[config.mk]
export PLATFORM = sky130hd
export DESIGN_NAME = io_subsys
export DESIGN_NICKNAME = d
export VERILOG_FILES = /design/src/rtl/io_pkg.sv /design/src/rtl/io_subsys.sv /design/src/rtl/io_dev_timer.sv /design/src/rtl/io_dev_regs.sv /design/src/rtl/io_resp_merge.sv /design/src/rtl/io_bridge.sv
export SDC_FILE = /design/constraint.sdc
export NUM_CORES = 2
export LEC_CHECK = 0
export BUFFER_PORTS_ARGS = -buffer_cell sky130_fd_sc_hd__clkbuf_2
export CAP_MARGIN = 20
export CORE_UTILIZATION = 45
export CTS_BUF_LIST = sky130_fd_sc_hd__clkbuf_2
export DETAILED_ROUTE_END_ITERATION = 7
export PLACE_DENSITY_LB_ADDON = 0.12
export REMOVE_ABC_BUFFERS = 1
export SLEW_MARGIN = 40
export SYNTH_ARGS = -nofsm -noshare
export SYNTH_HDL_FRONTEND = slang
export SYNTH_SLANG_ARGS = --single-unit
[constraint.sdc]
create_clock -name clk_i -period 5.15 [get_ports clk_i]
set_clock_uncertainty 0.05 [all_clocks]
set_input_delay 1.03 -clock clk_i [delete_from_list [all_inputs] [get_ports clk_i]]
set_output_delay 1.03 -clock clk_i [all_outputs]
set_load 0.05 [all_outputs]
[src/rtl/io_pkg.sv]
package io_pkg;

	// ==========================================================
	// Subsystem constants
	// ==========================================================

	// Number of device response channels feeding the merger
	localparam int CHANNELS = 2;

	// Channel slots on the merger input, lower index wins a collision
	localparam int CH_REGS = 0;
	localparam int CH_TIMER = 1;

	// Depth of the scratch register bank
	localparam int REG_COUNT = 8;

	// Register bank window covers 64 bytes
	localparam logic [31:0] REGS_BASE = 32'hFFDC_0000;
	localparam logic [31:0] REGS_MASK = 32'hFFFF_FFC0;

	// Timer window covers the next 64-byte block above the 256-byte boundary
	localparam logic [31:0] TIMER_BASE = 32'hFFDC_0100;
	localparam logic [31:0] TIMER_MASK = 32'hFFFF_FFC0;

	// ==========================================================
	// Encodings
	// ==========================================================

	// Bus command carried on every request
	typedef enum logic [1:0] {
		IO_CMD_NOP   = 2'd0,
		IO_CMD_LOAD  = 2'd1,
		IO_CMD_STORE = 2'd2
	} io_cmd_e;

	// Timer register select taken from address bits 5 to 3
	// Byte offsets are 0, 8 and 16, so the encoded values step by one
	typedef enum logic [2:0] {
		TMR_COUNT   = 3'd0,
		TMR_COMPARE = 3'd1,
		TMR_STATUS  = 3'd2
	} timer_reg_e;

	// ==========================================================
	// Bus structures
	// ==========================================================

	// CPU side request, one cycle strobe qualified by cyc
	typedef struct packed {
		logic          cyc;
		io_cmd_e       cmd;
		// One enable per byte lane of data1
		logic [15:0]   sel;
		logic [31:0]   padr;
		logic [127:0]  data1;
		// Transaction id, returned unchanged on the response
		logic [7:0]    tid;
	} io_req128_t;

	// Device side request after the bridge has narrowed it
	typedef struct packed {
		logic          cyc;
		io_cmd_e       cmd;
		logic [7:0]    sel;
		logic [31:0]   padr;
		logic [63:0]   dat;
		logic [7:0]    tid;
	} io_req64_t;

	// Device response, ack and err are single cycle pulses
	typedef struct packed {
		logic          ack;
		logic          err;
		logic [63:0]   dat;
		logic [7:0]    tid;
		// Address of the request this response answers
		logic [31:0]   adr;
	} io_resp64_t;

	// CPU side response, data is repeated in both halves
	typedef struct packed {
		logic          ack;
		logic          err;
		logic [127:0]  dat;
		logic [7:0]    tid;
		logic [31:0]   adr;
	} io_resp128_t;

endpackage
[src/rtl/io_subsys.sv]
module io_subsys (
	input  logic                 clk_i,
	input  logic                 rst_i,
	// CPU side port
	input  io_pkg::io_req128_t   req_i,
	output io_pkg::io_resp128_t  resp_o
);

	// Narrowed request broadcast to every device
	io_pkg::io_req64_t m_req;

	// Per device responses and the merged stream
	io_pkg::io_resp64_t [io_pkg::CHANNELS-1:0] dev_resp;
	io_pkg::io_resp64_t                        merged_resp;

	// Register stage between the CPU and the device bus
	io_bridge i_io_bridge (
		.clk_i    (clk_i),
		.rst_i    (rst_i),
		.req_i    (req_i),
		.resp_o   (resp_o),
		.m_req_o  (m_req),
		.m_resp_i (merged_resp)
	);

	// Scratch registers sit on the priority channel
	io_dev_regs i_io_dev_regs (
		.clk_i  (clk_i),
		.rst_i  (rst_i),
		.req_i  (m_req),
		.resp_o (dev_resp[io_pkg::CH_REGS])
	);

	io_dev_timer i_io_dev_timer (
		.clk_i  (clk_i),
		.rst_i  (rst_i),
		.req_i  (m_req),
		.resp_o (dev_resp[io_pkg::CH_TIMER])
	);

	// Collapses the device channels into one response per cycle
	io_resp_merge i_io_resp_merge (
		.clk_i  (clk_i),
		.rst_i  (rst_i),
		.resp_i (dev_resp),
		.resp_o (merged_resp)
	);

endmodule

[src/rtl/io_dev_timer.sv]
module io_dev_timer (
	input  logic               clk_i,
	input  logic               rst_i,
	input  io_pkg::io_req64_t  req_i,
	output io_pkg::io_resp64_t resp_o
);

	// Timer state
	logic [63:0] count_q;
	logic [63:0] compare_q;
	logic        match_q;

	// Decoded request
	logic               hit;
	logic               is_load;
	logic               is_store;
	io_pkg::timer_reg_e reg_sel;

	// Next response fields and write strobes
	logic        ack_d;
	logic        err_d;
	logic [63:0] rd_dat;
	logic        wr_compare;
	logic        clr_match;

	// First response pipeline stage
	io_pkg::io_resp64_t s1_q;

	// ==========================================================
	// Decode
	// ==========================================================

	assign hit = req_i.cyc && ((req_i.padr & io_pkg::TIMER_MASK) == io_pkg::TIMER_BASE);
	assign is_load = hit && (req_i.cmd == io_pkg::IO_CMD_LOAD);
	assign is_store = hit && (req_i.cmd == io_pkg::IO_CMD_STORE);
	assign reg_sel = io_pkg::timer_reg_e'(req_i.padr[5:3]);

	// Unused offsets inside the window give no response at all
	always_comb begin
		ack_d = 1'b0;
		err_d = 1'b0;
		rd_dat = '0;
		wr_compare = 1'b0;
		clr_match = 1'b0;
		case (reg_sel)
			io_pkg::TMR_COUNT: begin
				// The counter is read only, so a store is refused
				ack_d = is_load;
				err_d = is_store;
				rd_dat = count_q;
			end
			io_pkg::TMR_COMPARE: begin
				ack_d = is_load || is_store;
				rd_dat = compare_q;
				wr_compare = is_store;
			end
			io_pkg::TMR_STATUS: begin
				ack_d = is_load || is_store;
				rd_dat = {63'd0, match_q};
				clr_match = is_store;
			end
			default: ;
		endcase
	end

	// ==========================================================
	// Counter, compare and match flag
	// ==========================================================

	always_ff @(posedge clk_i) begin
		if (rst_i) begin
			count_q <= '0;
			compare_q <= '1;
			match_q <= 1'b0;
		end else begin
			count_q <= count_q + 64'd1;
			// Compare stores take the full word, sel is not looked at
			if (wr_compare)
				compare_q <= req_i.dat;
			// A clear from software wins over a match in the same cycle
			if (clr_match)
				match_q <= 1'b0;
			else if (count_q == compare_q)
				match_q <= 1'b1;
		end
	end

	// ==========================================================
	// Two stage response pipeline
	// ==========================================================

	always_ff @(posedge clk_i) begin
		if (rst_i) begin
			s1_q <= '0;
			resp_o <= '0;
		end else begin
			s1_q.ack <= ack_d;
			s1_q.err <= err_d;
			s1_q.dat <= ack_d ? rd_dat : 64'd0;
			s1_q.tid <= req_i.tid;
			s1_q.adr <= req_i.padr;
			// Second stage, so a new request can enter behind the first
			resp_o <= s1_q;
		end
	end

endmodule

[src/rtl/io_dev_regs.sv]
module io_dev_regs (
	input  logic               clk_i,
	input  logic               rst_i,
	input  io_pkg::io_req64_t  req_i,
	output io_pkg::io_resp64_t resp_o
);

	// Scratch register storage
	logic [63:0] regs_q [io_pkg::REG_COUNT];

	// Decoded request
	logic       hit;
	logic       is_load;
	logic       is_store;
	logic [2:0] reg_idx;

	// ==========================================================
	// Decode
	// ==========================================================

	// The bank answers only inside its own 64-byte window
	assign hit = req_i.cyc && ((req_i.padr & io_pkg::REGS_MASK) == io_pkg::REGS_BASE);
	assign is_load = hit && (req_i.cmd == io_pkg::IO_CMD_LOAD);
	assign is_store = hit && (req_i.cmd == io_pkg::IO_CMD_STORE);

	// Registers are 64 bits wide, so address bits 5 to 3 pick one of eight
	assign reg_idx = req_i.padr[5:3];

	// ==========================================================
	// Register bank
	// ==========================================================

	// Stores update only the byte lanes enabled by sel
	always_ff @(posedge clk_i) begin
		if (rst_i) begin
			for (int r = 0; r < io_pkg::REG_COUNT; r++)
				regs_q[r] <= '0;
		end else if (is_store) begin
			for (int b = 0; b < 8; b++) begin
				if (req_i.sel[b])
					regs_q[reg_idx][b*8 +: 8] <= req_i.dat[b*8 +: 8];
			end
		end
	end

	// ==========================================================
	// Response
	// ==========================================================

	// One cycle response, loads see the value before any store this cycle
	always_ff @(posedge clk_i) begin
		if (rst_i) begin
			resp_o <= '0;
		end else begin
			resp_o.ack <= is_load || is_store;
			// This device has no error cases
			resp_o.err <= 1'b0;
			resp_o.dat <= is_load ? regs_q[reg_idx] : 64'd0;
			resp_o.tid <= req_i.tid;
			resp_o.adr <= req_i.padr;
		end
	end

endmodule

[src/rtl/io_resp_merge.sv]
module io_resp_merge (
	input  logic                                        clk_i,
	input  logic                                        rst_i,
	// One response channel per device
	input  io_pkg::io_resp64_t [io_pkg::CHANNELS-1:0]   resp_i,
	// Single merged stream towards the bridge
	output io_pkg::io_resp64_t                          resp_o
);

	// Count of new responses arriving this cycle
	logic [$clog2(io_pkg::CHANNELS+1)-1:0] new_cnt;

	// Lowest numbered new response and the one that loses to it
	io_pkg::io_resp64_t first_resp;
	io_pkg::io_resp64_t second_resp;

	// One entry hold register for a response that lost arbitration
	io_pkg::io_resp64_t hold_q;
	logic               hold_vld;

	// ==========================================================
	// Channel scan
	// ==========================================================

	// Channels are scanned from zero upward so the register bank wins
	always_comb begin
		new_cnt = '0;
		first_resp = '0;
		second_resp = '0;
		for (int i = 0; i < io_pkg::CHANNELS; i++) begin
			if (resp_i[i].ack || resp_i[i].err) begin
				if (new_cnt == '0)
					first_resp = resp_i[i];
				else
					second_resp = resp_i[i];
				new_cnt = new_cnt + 1'b1;
			end
		end
	end

	// ==========================================================
	// Output and hold
	// ==========================================================

	always_ff @(posedge clk_i) begin
		if (rst_i) begin
			resp_o <= '0;
			hold_vld <= 1'b0;
		end else if (hold_vld) begin
			// A held response always goes out ahead of new ones
			resp_o <= hold_q;
			// Any newcomer takes the freed slot, so hold stays full
			hold_vld <= (new_cnt != '0);
		end else if (new_cnt != '0) begin
			resp_o <= first_resp;
			// The loser of a collision waits one cycle in the hold register
			hold_vld <= (new_cnt > 1);
		end else begin
			// Nothing to send this cycle
			resp_o <= '0;
		end
	end

	// Capture the response that has to wait for the next cycle
	always_ff @(posedge clk_i) begin
		if (hold_vld)
			hold_q <= first_resp;
		else if (new_cnt > 1)
			hold_q <= second_resp;
	end

	// With one request per cycle on the device bus, a collision can only
	// happen while the hold register is empty
	a_no_collision_when_held : assert property (
		@(posedge clk_i) disable iff (rst_i)
		hold_vld |-> (new_cnt < 2)
	) else $error("io_resp_merge: collision while a response is held");

endmodule

[src/rtl/io_bridge.sv]
module io_bridge (
	input  logic                 clk_i,
	input  logic                 rst_i,
	// CPU side port
	input  io_pkg::io_req128_t   req_i,
	output io_pkg::io_resp128_t  resp_o,
	// Device side port
	output io_pkg::io_req64_t    m_req_o,
	input  io_pkg::io_resp64_t   m_resp_i
);

	// ==========================================================
	// Request stage
	// ==========================================================

	// Every CPU request is registered once before it reaches the devices
	// Only the lower byte lane is passed on, the upper lane never reaches the bus
	always_ff @(posedge clk_i) begin
		if (rst_i) begin
			m_req_o <= '0;
			// Idle address points at no device window
			m_req_o.padr <= 32'hFFFF_FFFF;
		end else begin
			if (req_i.cyc) begin
				m_req_o.cyc <= 1'b1;
				m_req_o.cmd <= req_i.cmd;
				m_req_o.sel <= req_i.sel[7:0];
				m_req_o.padr <= req_i.padr;
				m_req_o.dat <= req_i.data1[63:0];
				m_req_o.tid <= req_i.tid;
			end else begin
				// Idle cycles present a quiet bus to the devices
				m_req_o.cyc <= 1'b0;
				m_req_o.cmd <= io_pkg::IO_CMD_NOP;
				m_req_o.sel <= '0;
				m_req_o.padr <= 32'hFFFF_FFFF;
				m_req_o.dat <= '0;
				// The tid is left as it was since nothing qualifies it
			end
		end
	end

	// ==========================================================
	// Response stage
	// ==========================================================

	// The merged device response is registered once more and widened
	// The 64-bit data is repeated so either CPU half sees the value
	always_ff @(posedge clk_i) begin
		if (rst_i) begin
			resp_o <= '0;
		end else begin
			resp_o.ack <= m_resp_i.ack;
			resp_o.err <= m_resp_i.err;
			resp_o.dat <= {2{m_resp_i.dat}};
			resp_o.tid <= m_resp_i.tid;
			resp_o.adr <= m_resp_i.adr;
		end
	end

	// A device answers either ack or err and the merger never mixes two
	// responses, so the CPU must never see both at once
	a_resp_ack_err_excl : assert property (
		@(posedge clk_i) disable iff (rst_i)
		!(resp_o.ack && resp_o.err)
	) else $error("io_bridge: ack and err both high on the CPU response");

endmodule

Yosys cells after proc, flatten, opt, wreduce, memory -nomap -nowiden
Memory sizes are Yosys's and may differ from the RTL's. A register that Yosys moved wholly into a read port is not among the register bits.
Cells that the tools add are included.
Widths: inputs -> output; s select.
{"block": "totals", "in_bits": 189, "mem_count": 1, "wordCells": 127, "mem_bits_rw": 512, "ff_bits": 840}
{"block": "classes", "n_eq_ne": 7, "n_addsub": 2, "order_cmp": 1, "n_reduce_logical": 21, "mux": 55, "bitwise_logic": 4}
{"name": "i_io_dev_regs.regs_q", "words": 8, "width": 64, "read_ports": 1, "rd_ports_with_merged_regs": 1, "wr": 8, "line_no": "io_dev_regs.sv:9", "text": "logic [63:0] regs_q [io_pkg::REG_COUNT];"}
{"op": "$mux 106", "n": 9}
{"op": "$pmux 64 s3", "n": 1}
{"op": "$mux 107", "n": 1}
{"op": "$add 64x1->64 const B", "n": 1}
{"op": "$eq 64x64->1", "n": 1}
{"op": "$mux 64", "n": 1}
{"op": "$reduce_or 64->1", "n": 1}
{"op": "$eq 26x26->1 const B", "n": 2}
{"op": "$mux 1", "n": 39}
{"op": "$reduce_or 2->1", "n": 6}
{"op": "$mux 8", "n": 1}
{"op": "$logic_and 1x1->1", "n": 6}
{"op": "$not 1->1", "n": 4}
{"op": "$reduce_bool 2->1", "n": 2}
{"op": "$eq 3x1->1 const B", "n": 1}
{"op": "$eq 3x2->1 const B", "n": 1}
{"op": "$logic_not 3->1", "n": 1}
{"op": "$logic_or 1x1->1", "n": 3}
{"op": "$mux 3", "n": 1}
{"op": "$add 1x1->2 const B", "n": 1}
{"op": "$eq 2x1->1 const B", "n": 1}
{"op": "$eq 2x2->1 const B", "n": 1}
{"op": "$gt 2x1->1 const B", "n": 1}
{"op": "$logic_not 2->1", "n": 1}
{"op": "other kinds (3)", "n": 3}

Logic depth before layout (Yosys ltp)
{"block": "depth", "ltp_word": 8, "ltp_mapped": 9, "ltp_nobuf": 5}

Hierarchy
From an unflattened synthesis, not the netlist that was laid out.
{"block": "unflattened", "hier_cells": 5074, "area_unflattened_um2": 56310.3}
{"mod": "io_dev_regs", "n_inst": 1, "cells_each": 2126, "area_each_um2": 27107.2, "seq_area_each_um2": 17476.8}
{"mod": "io_dev_timer", "n_inst": 1, "cells_each": 1301, "area_each_um2": 12286.8, "seq_area_each_um2": 6826.5}
{"mod": "io_resp_merge", "n_inst": 1, "cells_each": 1108, "area_each_um2": 10408.7, "seq_area_each_um2": 5325.1}
{"mod": "io_bridge", "n_inst": 1, "cells_each": 539, "area_each_um2": 6507.5, "seq_area_each_um2": 4424.2}

Worst setup path before layout
Ideal clock, no wire load.
{"block": "synth_path", "path_kind": "register to register", "start": "register i_io_resp_merge.hold_vld", "end": "register i_io_resp_merge.hold_q[0] (netlist name) (enable)", "arrival_time_ns": 3.548, "slack_ns": 1.089, "period_less_slack_ns": 4.061, "path_stages_with_launch": 6, "setup_time_ns": 0.463, "cell_sequence": "dfxtp_1 clkbuf_1 clkbuf_1 buf_2 clkbuf_1 a21o_1"}
{"block": "synth_between", "elab_chain_cells": 1}
{"element": "from (decl)", "line_no": "io_resp_merge.sv:19", "text": "logic hold_vld;"}
{"element": "from (signal assigned)", "line_no": "io_resp_merge.sv:53", "text": "hold_vld <= (new_cnt != '0);"}
{"element": "from (signal assigned)", "line_no": "io_resp_merge.sv:57", "text": "hold_vld <= (new_cnt > 1);"}
{"element": "$reduce_bool 2->1 (no line)"}
{"element": "to (signal assigned)", "line_no": "io_resp_merge.sv:67", "text": "hold_q <= first_resp;"}
{"element": "to (signal assigned)", "line_no": "io_resp_merge.sv:69", "text": "hold_q <= second_resp;"}
{"element": "to (decl)", "line_no": "io_resp_merge.sv:18", "text": "io_pkg::io_resp64_t hold_q;"}
No other way between the ends.
A chain may end at the register's enable or synchronous reset.

==> impl_metrics.tcl <==
set metrics [dict create \
    outcome "completed" \
    pre_cts_ws_ns 1.380 \
    slowest_stage "nand4_1" \
    clkLatencyLatePin_ns 1.62 \
    grt_pass1_vias 36070 \
    slowest_delay_ns 0.76 \
    yosys_warnings 0 \
    die_x_um 348.2 \
    grt_overflow 0 \
    ys.flop_type "dfxtp_1" \
    final_nets 5472 \
    port_buffers 286 \
    fin_cells 7177 \
    post_drt_wl_per_cell_um 18.42 \
    track_usage_pct 21.81 \
    antenna_found_initial 5 \
    yosysSeqAreaShare_pct 61.67 \
    cts_tree "yes" \
    rsz0062_at_grt "no" \
    crit_chain "nor4b_1, and4_1, nand4_1, buf_4, nor2_1, or2_2" \
    synth_area_per_cell_um2 11.54 \
    start_util_pct 45.54 \
    cp.required_ns 6.35 \
    hold_viol 0 \
    hold_class "primary input to register" \
    grt_start_max_net_pins 167 \
    ios 359 \
    clock_sinks 1352 \
    postRouteWirelength_um 132200 \
    p_total_mw 19.47 \
    fmax_ghz 0.2633 \
    row_count 126 \
    place_congestion 0.8425 \
    end_kind "register" \
    r2r_end "i_io_dev_regs.regs_q[5][13]" \
    route.detailed.drc 0 \
    grt_pass1_wl_um 204400 \
    synth_edf_count 618 \
    r2r_cells 6 \
    dp_hpwl_um 81790 \
    setup_tns_ns 0 \
    layout-drive-gt1-share_pct 21.13 \
    relSlewSlack_pct 28.40 \
    via_per_inst 4.993 \
    maxSlewViolCount 0 \
    async_flop_share_pct 0 \
    worst-path-stages 6 \
    synth_top_area_cell "edfxtp_1" \
    cts_setup_buffers 0 \
    dr.pass1.iters 6 \
    timing.rr.start "i_io_bridge.m_req_o[81]" \
    powerDensity_mw_per_mm2 312.7 \
    cap_viol_max_count 0 \
    p_leak_nw 24.81 \
    start_kind "register" \
    synthTopCellsByArea "edfxtp_1 34%, dfxtp_1 27%, and2_1 6.2%" \
    die-area_mm2 0.1212 \
    final_core_util_pct 52.59 \
    core_mm2 0.1184 \
    r2r_slack_ns 1.35 \
    ys_ff_latch 1352 \
    critPathTopFamily "simple AND/OR/NAND/NOR gates" \
    synth_common_cells "734 x dfxtp_1, 618 x edfxtp_1, 537 x and2_1" \
    syn_area_mm2 0.05392 \
    clk_path_buf_depth 4 \
    critPathKind "register to register" \
    worst_slack_ns 1.352 \
    startpoint "i_io_bridge.m_req_o[81]" \
    synth_most_common_cell "dfxtp_1" \
    cts_max_level 5 \
    path_buf_inv 1 \
    post-route-min-period_ns 3.798 \
    synthCells 4671 \
    ant_nets 0 \
    synth_top_area_share_pct 34.42 \
    peakVddDrop_uv 202.9 \
    crit_arrival_ns 5.00 \
    synthToLayoutAreaGrowth_pct 15.48 \
    finalCritPeriodShare_pct 73.75 \
    setup_viol 0 \
    vias 35840 \
    place_inst 6273 \
    dr.first_iter.drc_count 2220 \
    cts_resized 0 \
    crit_path_max_fanout 10 \
    cts_buffers 363 \
    die_h_um 348.2 \
    cts.reportedPaths.clkPinSlew_ns 0.10 \
    ys_types 54 \
    worst_slew_pin_slew_ns 1.074 \
    cts-root-buf "clkbuf_2" \
    endpoint "i_io_dev_regs.regs_q[5][13]" \
]
[layout by cell type, fill, tap and decap left out, drive strengths merged, types with 8 or more instances in the layout]
master,count
inv,79
dfxtp,734
and2,537
a21o,9
nand4,37
a22oi,63
clkinv,63
nor2,346
or3,16
and4,16
clkbuf,864
nor4,24
xor2,86
nand2b,36
edfxtp,618
buf,85
nor2b,259
mux2i,177
nand2,443
and3,84
mux4,128
or2,57
a31oi,64
dlygate4sd3,241
a21oi,28
xnor2,15
nand3,25
o21ai,394
diode,8
[power by group]
part | internal [mW] | total, mW | switching [mW] | leakage (nW)
logic | 0.354 | 0.691 | 0.337 | 9.77
clock network | 2.94 | 7.31 | 4.37 | 2.56
registers | 11.3 | 11.5 | 0.133 | 12.5
total | 14.6 | 19.5 | 4.84 | 24.8
[tightest hold or removal path, delay by kind of cell]
kind | cells | cell delay, ns
buffers and inverters | 2 | 0.72
AND/OR/NAND/NOR | 1 | 0.14
[area by class of cell]
type / instances / area [µm²]
clock inverters: 73 / 284.0
clock buffers: 579 / 2898
multi-input cells: 2885 / 18830
inverters: 69 / 259.0
flip-flops and latches: 1352 / 33270
fillers: 10580 / 56130
diodes: 8 / 20.02
well taps: 1600 / 2002
repair buffers: 611 / 4706
[metrics by stage]
step	instance area [µm²]	hold slack, ns
6_report	62270	0.2698
5_1_grt	62270	0.06483
4_1_cts	62180	0.04348
3_5_place_dp	56580	0.3704
3_3_place_gp	56460	0.3688
2_1_floorplan	52280	0.3638
[registers in the layout, indices dropped and copies added, names as in the netlist]
| register | count |
|---|---|
| i_io_dev_regs.resp_o | 65 |
| i_io_dev_timer.s1_q | 106 |
| i_io_dev_regs.regs_q | 512 |
| i_io_dev_timer.resp_o | 106 |
| i_io_bridge.m_req_o | 115 |
| i_io_bridge.resp_o | 106 |
| i_io_resp_merge.resp_o | 106 |
| i_io_resp_merge.hold_q | 106 |
| i_io_resp_merge.hold_vld | 1 |
| i_io_dev_timer.match_q | 1 |
| i_io_dev_timer.count_q | 64 |
| i_io_dev_timer.compare_q | 64 |
[repair_timing]
action                                  4_1_cts  5_1_grt
hold buffers                                241        0
endpoints found under the hold margin       216        0
endpoints found under the setup margin        0        0
[worst min-delay path by stage]
stage	end	cells past startpoint	startpoint	slack (ns)
after floorplan	i_io_bridge.resp_o[0]	1	i_io_resp_merge.resp_o[0]	0.36
final	i_io_bridge.m_req_o[113]	3	req_i[185]	0.27
after CTS	i_io_bridge.m_req_o[75]	3	req_i[139]	0.04
after global routing	i_io_bridge.m_req_o[75]	3	req_i[139]	0.06
after global placement	i_io_bridge.resp_o[149]	1	i_io_resp_merge.resp_o[85]	0.37
after detailed placement	i_io_bridge.resp_o[26]	1	i_io_resp_merge.resp_o[26]	0.37
[cells by family (layout without fill, tap and decap cells)]
group           Yosys count  in the layout  share of synthesized area, %
compound gates          573            573                         5.894
flops                  1352           1352                         61.67
buf+inv                 434           1332                         3.527
mux                     305            305                         8.632
fa+ha+maj                 2              2                       0.04177
other cells               0              8                             0
simple gates           1904           1904                         18.60
xor+xnor                101            101                         1.641
[routing by layer]
| metal | global-route usage [%] | up-vias | share of wire [%] |
|---|---|---|---|
| li1 | - | 17490 | - |
| met1 | 28.53 | 17160 | 45 |
| met2 | 36.19 | 941 | 48 |
| met3 | 3.768 | 249 | 4.6 |
| met4 | 8.163 | 0 | 2.5 |
| met5 | 0 | - | 0 |
Power figures use the tool's default switching activity.
